File: src/noc_config.svh
`ifndef NOC_CONFIG_SVH
`define NOC_CONFIG_SVH

// Flit width in bits, source port in the top 3 bits
`define NOC_FLIT_WIDTH 16

// Entries per input buffer
`define NOC_FIFO_DEPTH 4

// North, East, West, South, Local
`define NOC_NUM_PORTS 5

`endif
File: src/noc_arb_pkg.sv
package noc_arb_pkg;

  // Port states follow the port_sel_t bit order, offset by one
  typedef enum logic [2:0] {
    ARB_IDLE,
    ARB_NORTH,
    ARB_EAST,
    ARB_WEST,
    ARB_SOUTH,
    ARB_LOCAL
  } arb_state_t;

endpackage

File: src/noc_flit_pkg.sv
`include "noc_config.svh"

package noc_flit_pkg;

  // Opaque to the RTL
  typedef logic [`NOC_FLIT_WIDTH-1:0] flit_t;

  // One-hot, bit 0 North up to bit 4 Local
  typedef logic [`NOC_NUM_PORTS-1:0] port_sel_t;

  // Occupancy from 0 up to and including the depth
  typedef logic [$clog2(`NOC_FIFO_DEPTH+1)-1:0] fifo_count_t;

endpackage

File: src/router_output.sv
module router_output (
  input  logic                clk,
  input  logic                rst,
  input  logic                dcts,
  input  logic                wr_n,
  input  logic                wr_e,
  input  logic                wr_w,
  input  logic                wr_s,
  input  logic                wr_l,
  input  noc_flit_pkg::flit_t data_n,
  input  noc_flit_pkg::flit_t data_e,
  input  noc_flit_pkg::flit_t data_w,
  input  noc_flit_pkg::flit_t data_s,
  input  noc_flit_pkg::flit_t data_l,
  output logic                full_n,
  output logic                full_e,
  output logic                full_w,
  output logic                full_s,
  output logic                full_l,
  output logic                rts,
  output noc_flit_pkg::flit_t tx_data
);
  import noc_flit_pkg::*;

  logic  req_n, req_e, req_w, req_s, req_l;
  logic  grant_n, grant_e, grant_w, grant_s, grant_l;
  flit_t head_n, head_e, head_w, head_s, head_l;

  // Input buffers
  flit_fifo buf_n (
    .clk(clk), .rst(rst), .wr(wr_n), .rd(grant_n), .wr_data(data_n),
    .head(head_n), .full(full_n), .req(req_n)
  );

  flit_fifo buf_e (
    .clk(clk), .rst(rst), .wr(wr_e), .rd(grant_e), .wr_data(data_e),
    .head(head_e), .full(full_e), .req(req_e)
  );

  flit_fifo buf_w (
    .clk(clk), .rst(rst), .wr(wr_w), .rd(grant_w), .wr_data(data_w),
    .head(head_w), .full(full_w), .req(req_w)
  );

  flit_fifo buf_s (
    .clk(clk), .rst(rst), .wr(wr_s), .rd(grant_s), .wr_data(data_s),
    .head(head_s), .full(full_s), .req(req_s)
  );

  flit_fifo buf_l (
    .clk(clk), .rst(rst), .wr(wr_l), .rd(grant_l), .wr_data(data_l),
    .head(head_l), .full(full_l), .req(req_l)
  );

  // Arbiter with crossbar, drives the output link
  output_arbiter arb (
    .clk(clk), .rst(rst), .dcts(dcts),
    .req_n(req_n), .req_e(req_e), .req_w(req_w), .req_s(req_s), .req_l(req_l),
    .head_n(head_n), .head_e(head_e), .head_w(head_w),
    .head_s(head_s), .head_l(head_l),
    .grant_n(grant_n), .grant_e(grant_e), .grant_w(grant_w),
    .grant_s(grant_s), .grant_l(grant_l),
    .rts(rts), .tx_data(tx_data)
  );

endmodule

File: src/output_arbiter.sv
`include "noc_config.svh"

module output_arbiter (
  input  logic                clk,
  input  logic                rst,
  input  logic                dcts,
  input  logic                req_n,
  input  logic                req_e,
  input  logic                req_w,
  input  logic                req_s,
  input  logic                req_l,
  input  noc_flit_pkg::flit_t head_n,
  input  noc_flit_pkg::flit_t head_e,
  input  noc_flit_pkg::flit_t head_w,
  input  noc_flit_pkg::flit_t head_s,
  input  noc_flit_pkg::flit_t head_l,
  output logic                grant_n,
  output logic                grant_e,
  output logic                grant_w,
  output logic                grant_s,
  output logic                grant_l,
  output logic                rts,
  output noc_flit_pkg::flit_t tx_data
);
  import noc_flit_pkg::*;
  import noc_arb_pkg::*;

  localparam int unsigned NUM_PORTS = `NOC_NUM_PORTS;
  localparam int unsigned LOCAL_IDX = NUM_PORTS - 1;

  arb_state_t  state;
  arb_state_t  next_state;
  port_sel_t   req;
  port_sel_t   sel;
  int unsigned first;
  logic        xfer;
  logic        stall;
  logic        rts_next;

  assign req   = {req_l, req_s, req_w, req_e, req_n};
  assign xfer  = rts && dcts;
  assign stall = rts && !dcts;

  // First high request, searched round from port index start
  function automatic arb_state_t pick(input port_sel_t r, input int unsigned start);
    arb_state_t  res;
    int unsigned idx;
    res = ARB_IDLE;
    for (int k = NUM_PORTS - 1; k >= 0; k--) begin // Walk backwards, earliest wins
      idx = start + k;
      if (idx >= NUM_PORTS)
        idx = idx - NUM_PORTS;
      if (r[idx])
        res = arb_state_t'(idx + 1);
    end
    return res;
  endfunction

  // Each port state checks itself first, idle starts at Local
  always_comb begin
    if (state == ARB_IDLE)
      first = LOCAL_IDX;
    else
      first = int'(state) - 1;
    next_state = pick(req, first);
  end

  // Registered rts, low in idle and for one cycle after every transfer
  assign rts_next = (state != ARB_IDLE) && !xfer;

  always_ff @(posedge clk) begin
    if (rst) begin
      state <= ARB_IDLE;
      rts   <= 1'b0;
    end else begin
      if (!stall)
        state <= next_state; // Held while the link is stalled
      rts <= rts_next;
    end
  end

  // Crossbar select
  always_comb begin
    unique case (state)
      ARB_NORTH: sel = 5'b00001;
      ARB_EAST:  sel = 5'b00010;
      ARB_WEST:  sel = 5'b00100;
      ARB_SOUTH: sel = 5'b01000;
      ARB_LOCAL: sel = 5'b10000;
      default:   sel = 5'b00000;
    endcase
  end

  // One-hot AND-OR mux, zero in idle
  assign tx_data = ({$bits(flit_t){sel[0]}} & head_n)
                 | ({$bits(flit_t){sel[1]}} & head_e)
                 | ({$bits(flit_t){sel[2]}} & head_w)
                 | ({$bits(flit_t){sel[3]}} & head_s)
                 | ({$bits(flit_t){sel[4]}} & head_l);

  // Pop strobes, high only on a transfer edge
  assign grant_n = sel[0] && xfer;
  assign grant_e = sel[1] && xfer;
  assign grant_w = sel[2] && xfer;
  assign grant_s = sel[3] && xfer;
  assign grant_l = sel[4] && xfer;

endmodule

File: src/flit_fifo.sv
`include "noc_config.svh"

module flit_fifo (
  input  logic                clk,
  input  logic                rst,
  input  logic                wr,
  input  logic                rd,
  input  noc_flit_pkg::flit_t wr_data,
  output noc_flit_pkg::flit_t head,
  output logic                full,
  output logic                req
);
  import noc_flit_pkg::*;

  localparam int DEPTH = `NOC_FIFO_DEPTH;
  localparam int PTR_W = (DEPTH > 1) ? $clog2(DEPTH) : 1;

  flit_t            mem [DEPTH];
  logic [PTR_W-1:0] wr_ptr;
  logic [PTR_W-1:0] rd_ptr;
  fifo_count_t      count;
  fifo_count_t      count_next;
  logic             do_wr;
  logic             do_rd;

  // Pointer wrap also covers depths that are not a power of two
  function automatic logic [PTR_W-1:0] ptr_inc(input logic [PTR_W-1:0] p);
    return (p == PTR_W'(DEPTH - 1)) ? '0 : p + 1'b1;
  endfunction

  assign do_wr = wr && !full; // Dropped when full, even with a pop
  assign do_rd = rd && (count != '0);

  always_comb begin
    count_next = count;
    if (do_wr && !do_rd)
      count_next = count + 1'b1;
    else if (!do_wr && do_rd)
      count_next = count - 1'b1;
  end

  always_ff @(posedge clk) begin
    if (rst) begin
      wr_ptr <= '0;
      rd_ptr <= '0;
      count  <= '0;
      full   <= 1'b0;
    end else begin
      if (do_wr) wr_ptr <= ptr_inc(wr_ptr);
      if (do_rd) rd_ptr <= ptr_inc(rd_ptr);
      count <= count_next;
      full  <= (count_next == fifo_count_t'(DEPTH));
    end
  end

  always_ff @(posedge clk) begin
    if (do_wr) mem[wr_ptr] <= wr_data;
  end

  assign head = mem[rd_ptr];

  // A last flit that is leaving no longer counts as a request
  assign req = (count > fifo_count_t'(1)) || ((count == fifo_count_t'(1)) && !rd);

endmodule

File: config.mk
export PLATFORM = sky130hd
export DESIGN_NAME = router_output
export DESIGN_NICKNAME = d
export VERILOG_FILES = /design/src/noc_arb_pkg.sv /design/src/noc_flit_pkg.sv /design/src/router_output.sv /design/src/output_arbiter.sv /design/src/flit_fifo.sv
export VERILOG_INCLUDE_DIRS = /design/src
export SDC_FILE = /design/constraint.sdc
export NUM_CORES = 1
export LEC_CHECK = 0
export BUFFER_PORTS_ARGS = -buffer_cell sky130_fd_sc_hd__buf_4
export CAP_MARGIN = 20
export CORE_ASPECT_RATIO = 0.5
export CORE_MARGIN = 5
export CORE_UTILIZATION = 65
export CTS_CLUSTER_DIAMETER = 200
export CTS_CLUSTER_SIZE = 10
export DETAILED_ROUTE_END_ITERATION = 12
export PLACE_DENSITY = 0.85
export SETUP_SLACK_MARGIN = 0.2
export SYNTH_ARGS = -nofsm -noshare
export SYNTH_HDL_FRONTEND = slang
export SYNTH_SLANG_ARGS = --single-unit
File: constraint.sdc
create_clock -name clk -period 10.6 [get_ports clk]
set_input_delay 2.12 -clock clk [delete_from_list [all_inputs] [get_ports clk]]
set_output_delay 2.12 -clock clk [all_outputs]
set_load 0.02 [all_outputs]
Word level (Yosys, flattened, before mapping). Memories as Yosys holds them, arrays and structs flattened. A register that Yosys moved wholly into a read port is not among the register bits. Cells that the tools add are included.

$add $sub $neg: 35. $lt $le $gt $ge: 15. Equal/unequal tests: 25. Multiplexer cells: 62. Bitwise operators: 9. Reductions and logical operators: 67.

Operators by type and width (number): $mux W32 (6); $ge A32 B3 Y1 const B (5); $lt A32 B4 Y1 const B (5); $sub A32 B3 Y32 const B (5); $and A16 B16 Y16 (5); $add A32 B2 Y32 const B (2); $or A16 B16 Y16 (4); $mux W3 (15); $mux W2 (20); $logic_and A1 B1 Y1 (33); $add A32 B1 Y32 const B (1); $add A32 B3 Y32 const B (1); $add A3 B1 Y3 const B (10); $pmux W5 S5 (1); $logic_not A1 Y1 (22); $eq A3 B3 Y1 const B (7); $add A2 B1 Y2 const B (10); $eq A2 B2 Y1 const B (10); $eq A3 B1 Y1 const B (6); $reduce_bool A3 Y1 (6); $bmux W1 S3 (5); $gt A3 B1 Y1 const B (5); $mux W1 (15); $sub A3 B1 Y3 const B (5); 4 further kinds (9).

Register bits after elaboration: 44. RAM bits: 320. Bits of input ports: 88. Output and inout port bits: 22. Word-level logic and storage cells: 240. Memories: 5.

Memory list: buf_e.mem (depth 4, bits a word 16, rd ports 1, clocked after memory_dff 1, wr ports 1, RTL line flit_fifo.sv:18) `flit_t mem [DEPTH];`; buf_l.mem (depth 4, bits a word 16, rd ports 1, clocked after memory_dff 1, wr ports 1, RTL line flit_fifo.sv:18); buf_n.mem (depth 4, bits a word 16, rd ports 1, clocked after memory_dff 1, wr ports 1, RTL line flit_fifo.sv:18); buf_s.mem (depth 4, bits a word 16, rd ports 1, clocked after memory_dff 1, wr ports 1, RTL line flit_fifo.sv:18); buf_w.mem (depth 4, bits a word 16, rd ports 1, clocked after memory_dff 1, wr ports 1, RTL line flit_fifo.sv:18).

Longest topological paths before layout. Gate-level depths: netlist (run 1).

Word-level depth: 13. Mapped depth: 24.

Modules after synthesis. Synthesis (run 1) repeated with hierarchy kept, for this count alone.

Cells, all modules: 1111. Area total of the unflattened synthesis: 17206.5 um^2.

Modules (own cells, without submodules): flit_fifo (buf_e ...) (instances 3, cells each 154, area each 2925.3 um^2, seq. area each 2122.0 um^2); flit_fifo (buf_l) (instances 1, cells each 152, area each 2916.5 um^2, seq. area each 2122.0 um^2); flit_fifo (buf_s) (instances 1, cells each 146, area each 2894.0 um^2, seq. area each 2122.0 um^2); output_arbiter (instances 1, cells each 351, area each 2620.0 um^2, seq. area each 80.1 um^2).

Worst setup path before layout (run 1). OpenSTA, ideal clock, no wires.

Kind: flip-flop to flip-flop. Start: register arb.state[2]. End: register arb.state[2]. Library setup time: 0.138 ns. Arrival: 5.202 ns. Required time: 10.462 ns. Slack: 5.260 ns. Cell stages (with the launch flop): 23. Clock period less this slack: 5.340 ns. Cell sequence: dfxtp_1 > buf_4 > inv_1 > buf_1 > clkbuf_1 > ha_1 > inv_1 > nand2_4 > inv_2 > buf_1 > nand2_1 > inv_1 > ha_1 > nand2_1 > ha_1 > nor4b_1 > o2111ai_2 > mux2i_2 > mux2_4 > a32oi_2 > nand2_2 > a2111oi_0 > a31oi_1.

Word-level cells in the longest chain between the ends: 13.

RTL lines: start, declared (RTL line output_arbiter.sv:31) `arb_state_t state;`; start signal, assigned (RTL line output_arbiter.sv:77) `state <= next_state;`; branches (longest 12 deep; another with $add A32 B3 Y32); $mux W3 (*) (RTL line output_arbiter.sv:53) `if (r[idx])`.

Mark *: on every way between the ends. The select of a mux whose other input is x is not followed. A chain may end at the register's enable or synchronous reset.

Worst setup path in the final report (run 1). Ends and elaborated chain as after synthesis.

==> flow_metrics.tcl, run 1 <==
set metrics [dict create \
    die-height_um 123 \
    io_pins 110 \
    ys_ff_latch 374 \
    numCtsBuffers 43 \
    path_max_fanout 22 \
    netlist_area_um2 16700 \
    grt_setup_unrepaired "no" \
    worstSetupPathType "reg -> reg" \
    cts_tree "done" \
    post-route-util_pct 75.8 \
    max-cap-violations 0 \
    worst_ep_arrival_time_ns 6.63 \
    syn_nets 1231 \
    setup_viol_count_final 0 \
    post-route-period-util_pct 58.7 \
    grt_first_pass_wirelength_um 62500 \
    max_slew_margin_pct 22.9 \
    final_hold_viol_count 0 \
    tightest_slew_ns 1.15 \
    start_util_pct 66.1 \
    drive_gt1_share_pct 22.3 \
    max-vdd-ir-drop_mv 0.184 \
    grt_max_degree 40 \
    cts_resized 0 \
    synthCells 1066 \
    cts-root-buf "clkbuf_16" \
    portBuffers 109 \
    cts_hold_buf 0 \
    core_um2 25200 \
    die_area_um2 29100 \
    drc 0 \
    antennaDiodeCount 0 \
    gp_congestion 0.853 \
    synth_largest_area_cell "edfxtp_1" \
    yosys_warnings 0 \
    synth_edf_count 320 \
    grtUsageMet1_pct 38.2 \
    grt_use_met3_pct 4.99 \
    slew_violations 0 \
    power.density_nw_per_um2 247 \
    seq_area_frac_synth_pct 64.2 \
    layout_common_cells "edfxtp_1, buf_4, mux4_2, ha_1, nor2_1" \
    antenna_found_initial 0 \
    finalCriticalPeriod_ns 6.22 \
    leakagePower_nw 6.75 \
    multiInputGateArea_um2 5580 \
    busiest_layer "met2" \
    first_pass_iters 6 \
    critPathCaptureType "register" \
    h-tree-depth 2 \
    grt_use_met2_pct 47.7 \
    cp.required_ns 11.01 \
    detailed_place_hpwl_um 25500 \
    startpoint_type "register" \
    seq_area_um2 10700 \
    routed_wl_um 41600 \
    grt_pass1_vias 10410 \
    fmax_mhz 161 \
    num_rows 41 \
    grt_util_all_layers_pct 28.4 \
    antenna_left 0 \
    status "finished, final reports clean" \
    post_drt_wl_per_cell_um 26.7 \
    cts.clk_slew.worst_paths_ns 0.07 \
    die_w_um 236 \
    synth_cell_types 80 \
    vias 10308 \
    hold_class "reg -> reg" \
    synth.top_cell.area_share_pct 57.7 \
    synth_flop_cell "edfxtp_1" \
    synth_area_leaders "edfxtp_1, mux4_2, dfxtp_1" \
    syn_to_final_growth_pct 14.6 \
    finalSetupTns_ns 0 \
    synthArstFlopShare_pct 0 \
    avgSynthCellArea_um2 15.6 \
    cts.sink_count 374 \
    viasPerCell 6.62 \
    post-cts-setup-buffers 0 \
    final_common_cell "edfxtp_1" \
    clock_latency_ns 0.55 \
    fin_skew_ns 0.0196 \
    fillerInstances 1336 \
    num-nets-final 1345 \
    dr.first_iter.drc_count 1355 \
    clk_path_buf_depth 3 \
    grt_overflow_total 0 \
]
## final cells by class
class / instances / share of cell area [%]
Clock buffer: 77 / 6.53
Clock inverter: 2 / 0.151
Inverter: 47 / 0.937
Multi-Input combinational cell: 597 / 29.2
Sequential cell: 374 / 56.0
Tap cell: 344 / 2.25
Timing Repair Buffer: 117 / 4.91
## cell usage after synthesis (4+ instances only)
cell type	instances
nand2b_1	9
nand2_1	54
or3_1	6
mux2i_1	23
xnor2_1	16
ha_1	77
a32oi_1	4
a211oi_1	12
edfxtp_1	320
and3_1	5
clkbuf_1	31
buf_2	4
a31oi_1	11
nand4_1	8
o21ai_0	31
nor2_1	55
buf_1	9
o211ai_1	4
o22ai_1	5
mux4_2	80
a21oi_1	43
nand3_1	7
a311oi_1	6
nor2b_1	12
inv_1	45
and2_1	24
or2_2	4
dfxtp_1	54
nor3_1	21
a22o_1	13
## power breakdown
| group | switching (mW) | leakage (nW) | internal (mW) |
|---|---|---|---|
| registers | 0.0535 | 3.38 | 1.68 |
| logic | 0.973 | 2.77 | 0.631 |
| clock network | 0.584 | 0.606 | 0.794 |
| total | 1.61 | 6.75 | 3.10 |
## sequential cells by signal, indices dropped and copies added, names as in the netlist, 3 cells and up, named ones only
name,count
buf_s.mem,64
buf_s.count,3
buf_l.mem,64
buf_l.count,3
buf_w.mem,64
arb.state,3
buf_n.count,3
buf_w.count,3
buf_e.mem,64
buf_n.mem,64
buf_e.count,3
## per-stage QoR
step | setup WS [ns] | area [µm²] | cells | hold WS (ns) | total power [mW]
floorplan | 5.26 | 16700 | 1066 | 0.454 | 2.88
global placement | 4.83 | 17700 | 1475 | 0.461 | 3.26
detailed placement | 4.57 | 17800 | 1476 | 0.492 | 3.30
CTS | 4.48 | 19000 | 1555 | 0.501 | 4.68
global route | 3.90 | 19100 | 1558 | 0.532 | 4.95
finish | 4.38 | 19100 | 1558 | 0.504 | 4.71
## critical path, stage by stage (launching register included)
cell	delay (ns)
dfxtp_1	0.67
inv_1	0.65
ha_1	0.46
inv_1	0.14
nand2_4	0.11
inv_2	0.30
nand2_1	0.17
inv_1	0.48
ha_1	0.30
nand2_1	0.09
ha_1	0.28
nor4b_1	0.55
o2111ai_2	0.36
mux2i_2	0.36
mux2_4	0.34
a32oi_2	0.24
nand2_2	0.12
a2111oi_0	0.32
a31oi_1	0.13
## path summary, 6_finish.rpt
path                                     start                        end  slack [ns]  depth (start not counted)
setup / recovery     arb.state[2]$_SDFFE_PP0N_  arb.state[2]$_SDFFE_PP0N_        4.38                         18
hold / removal    buf_s.rd_ptr[1]$_SDFFE_PP0P_                   register        0.50                          2
setup reg to reg     arb.state[2]$_SDFFE_PP0N_  arb.state[2]$_SDFFE_PP0N_        4.38                         18
hold reg to reg   buf_s.rd_ptr[1]$_SDFFE_PP0P_                   register        0.50                          2
## cell families after synthesis
logic type	count (synthesis)	synth area share, %
adder cells (fa/ha/maj)	77	5.78
XOR/XNOR	18	0.947
flip-flops	374	64.2
AND/OR/NAND/NOR	231	7.29
AO/OA/AOI/OAI	163	6.89
buffers and inverters	95	2.30
multiplexers	108	12.6
## layer usage
metal | vias up | wire length, µm
met4 | 0 | 1510
met1 | 5199 | 15700
met3 | 105 | 3730
li1 | 4399 | -
met5 | - | 0
met2 | 605 | 20700
Note: power is estimated with default switching activity, not from simulation.
==> run 2, diff against run 1 <==
Settings changed: CORE_UTILIZATION 65 to 55, PLACE_DENSITY 0.85 to 0.76.
Clock period 10.6 ns to 5 ns, I/O delays scaled along.
==> run 2 against run 1 <==
Net effect: first-iteration DRC count decreased by 15%; critical path depth decreased by 2; clock-buffer cell count shrank 1; hold slack got worse by 0.013 ns; non-clock buffer count is 4 higher; die area is 17% higher; highest routed layer unchanged; sequential power up 110%; setup slack lost 3.9 ns; cell count increased by 4.0%; via count fell by 3.9%.
==> flow_metrics.tcl, run 2 (synthesis gave the netlist of run 1 again) <==
set metrics [dict create \
    num_rows 45 \
    h-tree-depth 2 \
    worst_ep_arrival_time_ns 4.90 \
    grt_setup_unrepaired "no" \
    post-cts-setup-buffers 0 \
    start_util_pct 55.4 \
    io_pins 110 \
    power.density_nw_per_um2 522 \
    setup_viol_count_final 0 \
    cts_tree "done" \
    post_drt_wl_per_cell_um 24.1 \
    final_hold_viol_count 0 \
    antenna_found_initial 2 \
    place_area_um2 17900 \
    leakagePower_nw 6.74 \
    cp.required_ns 5.43 \
    layout_common_cells "edfxtp_1, buf_4, mux4_2, ha_1, nor2_1" \
    post-route-worst-setup-slack_ns 0.530 \
    die_w_um 256 \
    drc 0 \
    worstSetupPathType "reg -> reg" \
    clk_path_buf_depth 3 \
    max_slew_margin_pct 20.8 \
    max-vdd-ir-drop_mv 0.275 \
    slowest_stage "dfxtp_1" \
    post-route-period-util_pct 89.4 \
    vias 9907 \
    critPathCaptureType "register" \
    grt_overflow_total 0 \
    hold_class "reg -> reg" \
    die_area_um2 34100 \
    fin_area_um2 19100 \
    cp_num_buf_inv 2 \
    status "finished, final reports clean" \
    num-nets-final 1349 \
    portBuffers 109 \
    slew_violations 0 \
    ff2ff_setup_slack_ns 0.53 \
    cts.clk_slew.worst_paths_ns 0.07 \
    finalSetupTns_ns 0 \
    grt_first_pass_wirelength_um 59400 \
    finalCriticalPeriod_ns 4.47 \
    final_common_cell "edfxtp_1" \
    syn_to_final_growth_pct 15.0 \
    grt_pass1_vias 10090 \
    routed_wl_um 39000 \
    detailed_place_hpwl_um 26200 \
    grt_util_all_layers_pct 22.7 \
    gp_congestion 0.849 \
    core_um2 30100 \
    antenna_left 0 \
    numCtsBuffers 43 \
    crit_chain "buf_4 -> or3b_1 -> and2_1 -> inv_4 -> ha_1 -> ha_1 -> nand2_1 -> ha_1 -> nor4b_2 -> o2111ai_2 -> mux2i_4 -> mux2_4 -> a32oi_2 -> nand2_2 -> a2111oi_1 -> a31oi_1" \
    crit_family "simple AND/OR/NAND/NOR gates" \
    viasPerCell 6.12 \
    place_ws_ns 0.511 \
    grt_max_degree 40 \
    drive_gt1_share_pct 22.7 \
    path_max_fanout 10 \
    cts-root-buf "clkbuf_16" \
    clock_latency_ns 0.56 \
    cpPeakStageDelay_ns 0.41 \
    fin_skew_ns 0.0178 \
    cpMostUsedCell "ha_1" \
    dr.first_iter.drc_count 1153 \
    tightest_slew_ns 1.18 \
    fmax_mhz 224 \
    die-height_um 133 \
    max-cap-violations 0 \
    startpoint_type "register" \
    cts.sink_count 374 \
    first_pass_iters 6 \
]
## run 2: cell count changes in the layout (fill, tap and decap cells not counted), moves of 2 or more
cell / change
buf_16: -3
clkbuf_16: -2
diode_2: +2
buf_4: +7
## run 2: worst register-to-register path, delay by kind of cell (launching register included)
kind | cells | cell delay (ns)
mux | 2 | 0.64
fa+ha+maj | 3 | 0.65
compound gates | 4 | 0.96
flops | 1 | 0.41
buf+inv | 2 | 0.39
simple gates | 5 | 1.27
## run 2: metrics by stage
stage	power [mW]	std cells	hold slack, ns	utilization, %
2_1_floorplan	6.12	1066	0.454	-
3_3_place_gp	7.01	1538	0.465	59.4
3_5_place_dp	7.11	1538	0.483	59.4
4_1_cts	9.97	1618	0.496	63.6
5_1_grt	10.5	1620	0.523	63.7
6_report	10.0	1620	0.491	63.7
## run 2: final timing paths
kind                                start                      endpoint  depth (start not counted)
max             arb.state[2]$_SDFFE_PP0N_     arb.state[2]$_SDFFE_PP0N_                         16
min          buf_s.rd_ptr[1]$_SDFFE_PP0P_  buf_s.rd_ptr[1]$_SDFFE_PP0P_                          2
max reg2reg     arb.state[2]$_SDFFE_PP0N_     arb.state[2]$_SDFFE_PP0N_                         16
min reg2reg  buf_s.rd_ptr[1]$_SDFFE_PP0P_  buf_s.rd_ptr[1]$_SDFFE_PP0P_                          2
## run 2: cell type report
class	count	area, µm²
fillers	2100	10900
flip-flops and latches	374	10700
multi-input cells	597	5600
clock buffers	76	1200
repair buffers	121	908
well taps	399	499
inverters	47	183
clock inverters	4	63.8
diodes	2	5.00
## run 2: report_power, final
| part | leakage [nW] | switching (mW) | internal, mW |
|---|---|---|---|
| registers | 3.38 | 0.0828 | 3.56 |
| clock network | 0.596 | 1.24 | 1.63 |
| logic | 2.77 | 2.12 | 1.37 |
## run 2: routing by layer
layer  up-vias  GRT usage [%]  share of wire, %
li1       4412              -                 -
met1      4992           31.0                41
met2       411           37.5                49
met3        92           4.02               6.5
met4         0           7.63               3.5
met5         -              0                 0
## run 2: repair_timing
item | 4_1_cts | 5_1_grt
resized for setup | 0 | 2
endpoints found under the setup margin | 0 | 1
hold buffers | 0 | 0
==> run 3, diff against run 2 <==
Settings changed: BUFFER_PORTS_ARGS -buffer_cell sky130_fd_sc_hd__buf_4 to unset, CORE_UTILIZATION 55 to 57, DONT_BUFFER_PORTS set to 1, PLACE_DENSITY 0.76 to 0.75.
==> run 3 against run 2 <==
Net effect: first-iteration DRC count down 16%; hold slack improved by 0.011 ns; register-to-register slack better by 0.05 ns; combinational power shrank 6.3%; core utilization down 0.39 points; non-clock buffer count is 109 lower; fmax up 1.0%; clock-buffer cell count decreased by 9; total power down 2.9%; clock power decreased by 2%; global-route usage is essentially flat; final area decreased by 4.5%.
==> flow_metrics.tcl, run 3 (synthesis gave the netlist of run 1 again) <==
set metrics [dict create \
    max-vdd-ir-drop_mv 0.298 \
    cpMostUsedCell "ha_1" \
    multiInputGateArea_um2 5590 \
    critPathCaptureType "register" \
    die_w_um 252 \
    setup_viol_count_final 0 \
    post-route-period-util_pct 88.5 \
    first_pass_iters 6 \
    startpoint_type "register" \
    post_drt_wl_per_cell_um 25.0 \
    antenna_left 0 \
    die_area_um2 32900 \
    rr_worst_depth 16 \
    finalSetupTns_ns 0 \
    worstHoldStart "buf_s.rd_ptr[1]$_SDFFE_PP0P_" \
    slowest_stage "or3b_1" \
    core_um2 28900 \
    final_hold_viol_count 0 \
    die-height_um 131 \
    stdcell_count 1493 \
    vias 9388 \
    worst_ep_arrival_time_ns 4.84 \
    p_total_mw 9.71 \
    viasPerCell 6.29 \
    cts-root-buf "clkbuf_16" \
    post-route-util_pct 63.3 \
    grt_overflow_total 0 \
    cts_resized 0 \
    seq_area_um2 10700 \
    dr.first_iter.drc_count 970 \
    clk_path_buf_depth 3 \
    fin_skew_ns 0.0196 \
    crit_path_start "arb.state[2]$_SDFFE_PP0N_" \
    leakagePower_nw 6.20 \
    detailed_place_hpwl_um 25200 \
    num_rows 44 \
    path_max_fanout 12 \
    cpPeakStageDelay_ns 0.41 \
    io_pins 110 \
    layout_common_cells "edfxtp_1, mux4_2, ha_1, nor2_1" \
    gp_congestion 0.878 \
    routed_wl_um 37300 \
    antenna_found_initial 1 \
    finalCriticalPeriod_ns 4.43 \
    grt_first_pass_wirelength_um 56400 \
    hold_ws_ns 0.502 \
    tightest_slew_ns 1.00 \
    start_util_pct 57.6 \
    numCtsBuffers 43 \
    fmax_mhz 226 \
    max-cap-violations 0 \
    fillerInstances 1973 \
    final_common_cell "edfxtp_1" \
    post-cts-setup-buffers 0 \
    r2r_start "arb.state[2]$_SDFFE_PP0N_" \
    h-tree-depth 2 \
    hold_class "reg -> reg" \
    drive_gt1_share_pct 15.3 \
    grt_util_all_layers_pct 22.7 \
    cp.required_ns 5.42 \
    drc 0 \
    status "finished, final reports clean" \
    num-nets-final 1240 \
    cts_hold_buf 0 \
    cts.sink_count 374 \
    holdPathStages 2 \
    crit_chain "buf_4 -> or3b_1 -> and2_1 -> inv_4 -> ha_1 -> ha_1 -> nand2_1 -> ha_1 -> nor4b_2 -> o2111ai_2 -> mux2i_2 -> mux2_4 -> a32oi_2 -> nand2_2 -> a2111oi_0 -> a31oi_1" \
    max_slew_margin_pct 32.9 \
    power.density_nw_per_um2 531 \
    dpl.cell_count 1420 \
    worstSetupPathType "reg -> reg" \
    cts_tree "done" \
    cts.clk_slew.worst_paths_ns 0.06 \
    grt_max_degree 40 \
    syn_to_final_growth_pct 9.83 \
    slew_violations 0 \
    grt_pass1_vias 9480 \
    portBuffers 0 \
    clock_latency_ns 0.56 \
    grt_setup_unrepaired "no" \
]
[run 3: cell types whose count changed in the layout (fill, tap and decap cells not counted), sizes merged]
cell	before	now
buf	121	12
clkbuf	76	67
diode	2	1
[run 3: worst max-delay path, delay by kind of cell, from the launching register on]
| kind | cells | cell delay, ns |
|---|---|---|
| mux | 2 | 0.67 |
| compound gates | 4 | 0.97 |
| buf+inv | 2 | 0.36 |
| fa+ha+maj | 3 | 0.65 |
| simple gates | 5 | 1.29 |
| flops | 1 | 0.34 |
[run 3: metal layers]
metal	track usage (%)	vias up	share of wire, %
met5	0	-	0
met4	7.02	0	2.7
met3	4.71	68	7.6
met2	38.5	356	50
met1	30.2	4782	40
li1	-	4182	-
[run 3: layout make-up]
cell class	instances	area share, %
Multi-Input combinational cell	597	30.5
Tap cell	391	2.67
Sequential cell	374	58.4
Antenna cell	1	0.0137
Timing Repair Buffer	12	0.602
Clock buffer	67	6.37
Inverter	47	0.999
Clock inverter	4	0.349
[run 3: path summary, 6_finish.rpt]
kind                                     to  slack [ns]
setup reg to reg  arb.state[2]$_SDFFE_PP0N_        0.57
setup / recovery  arb.state[2]$_SDFFE_PP0N_        0.57
hold reg to reg                    register        0.50
hold / removal                     register        0.50
[run 3: metrics by stage]
stage	worst slack, ns	instance area, µm²
2_1_floorplan	0.304	16700
3_3_place_gp	0.802	17000
3_5_place_dp	0.655	17000
4_1_cts	0.641	18300
5_1_grt	0.240	18300
6_report	0.575	18300
[run 3: report_power, final]
part	total [mW]	internal (mW)	switching [mW]	leakage, nW
clock	2.80	1.60	1.20	0.585
combinational	3.27	1.23	2.04	2.24
sequential	3.64	3.56	0.0833	3.38
total	9.71	6.39	3.32	6.20
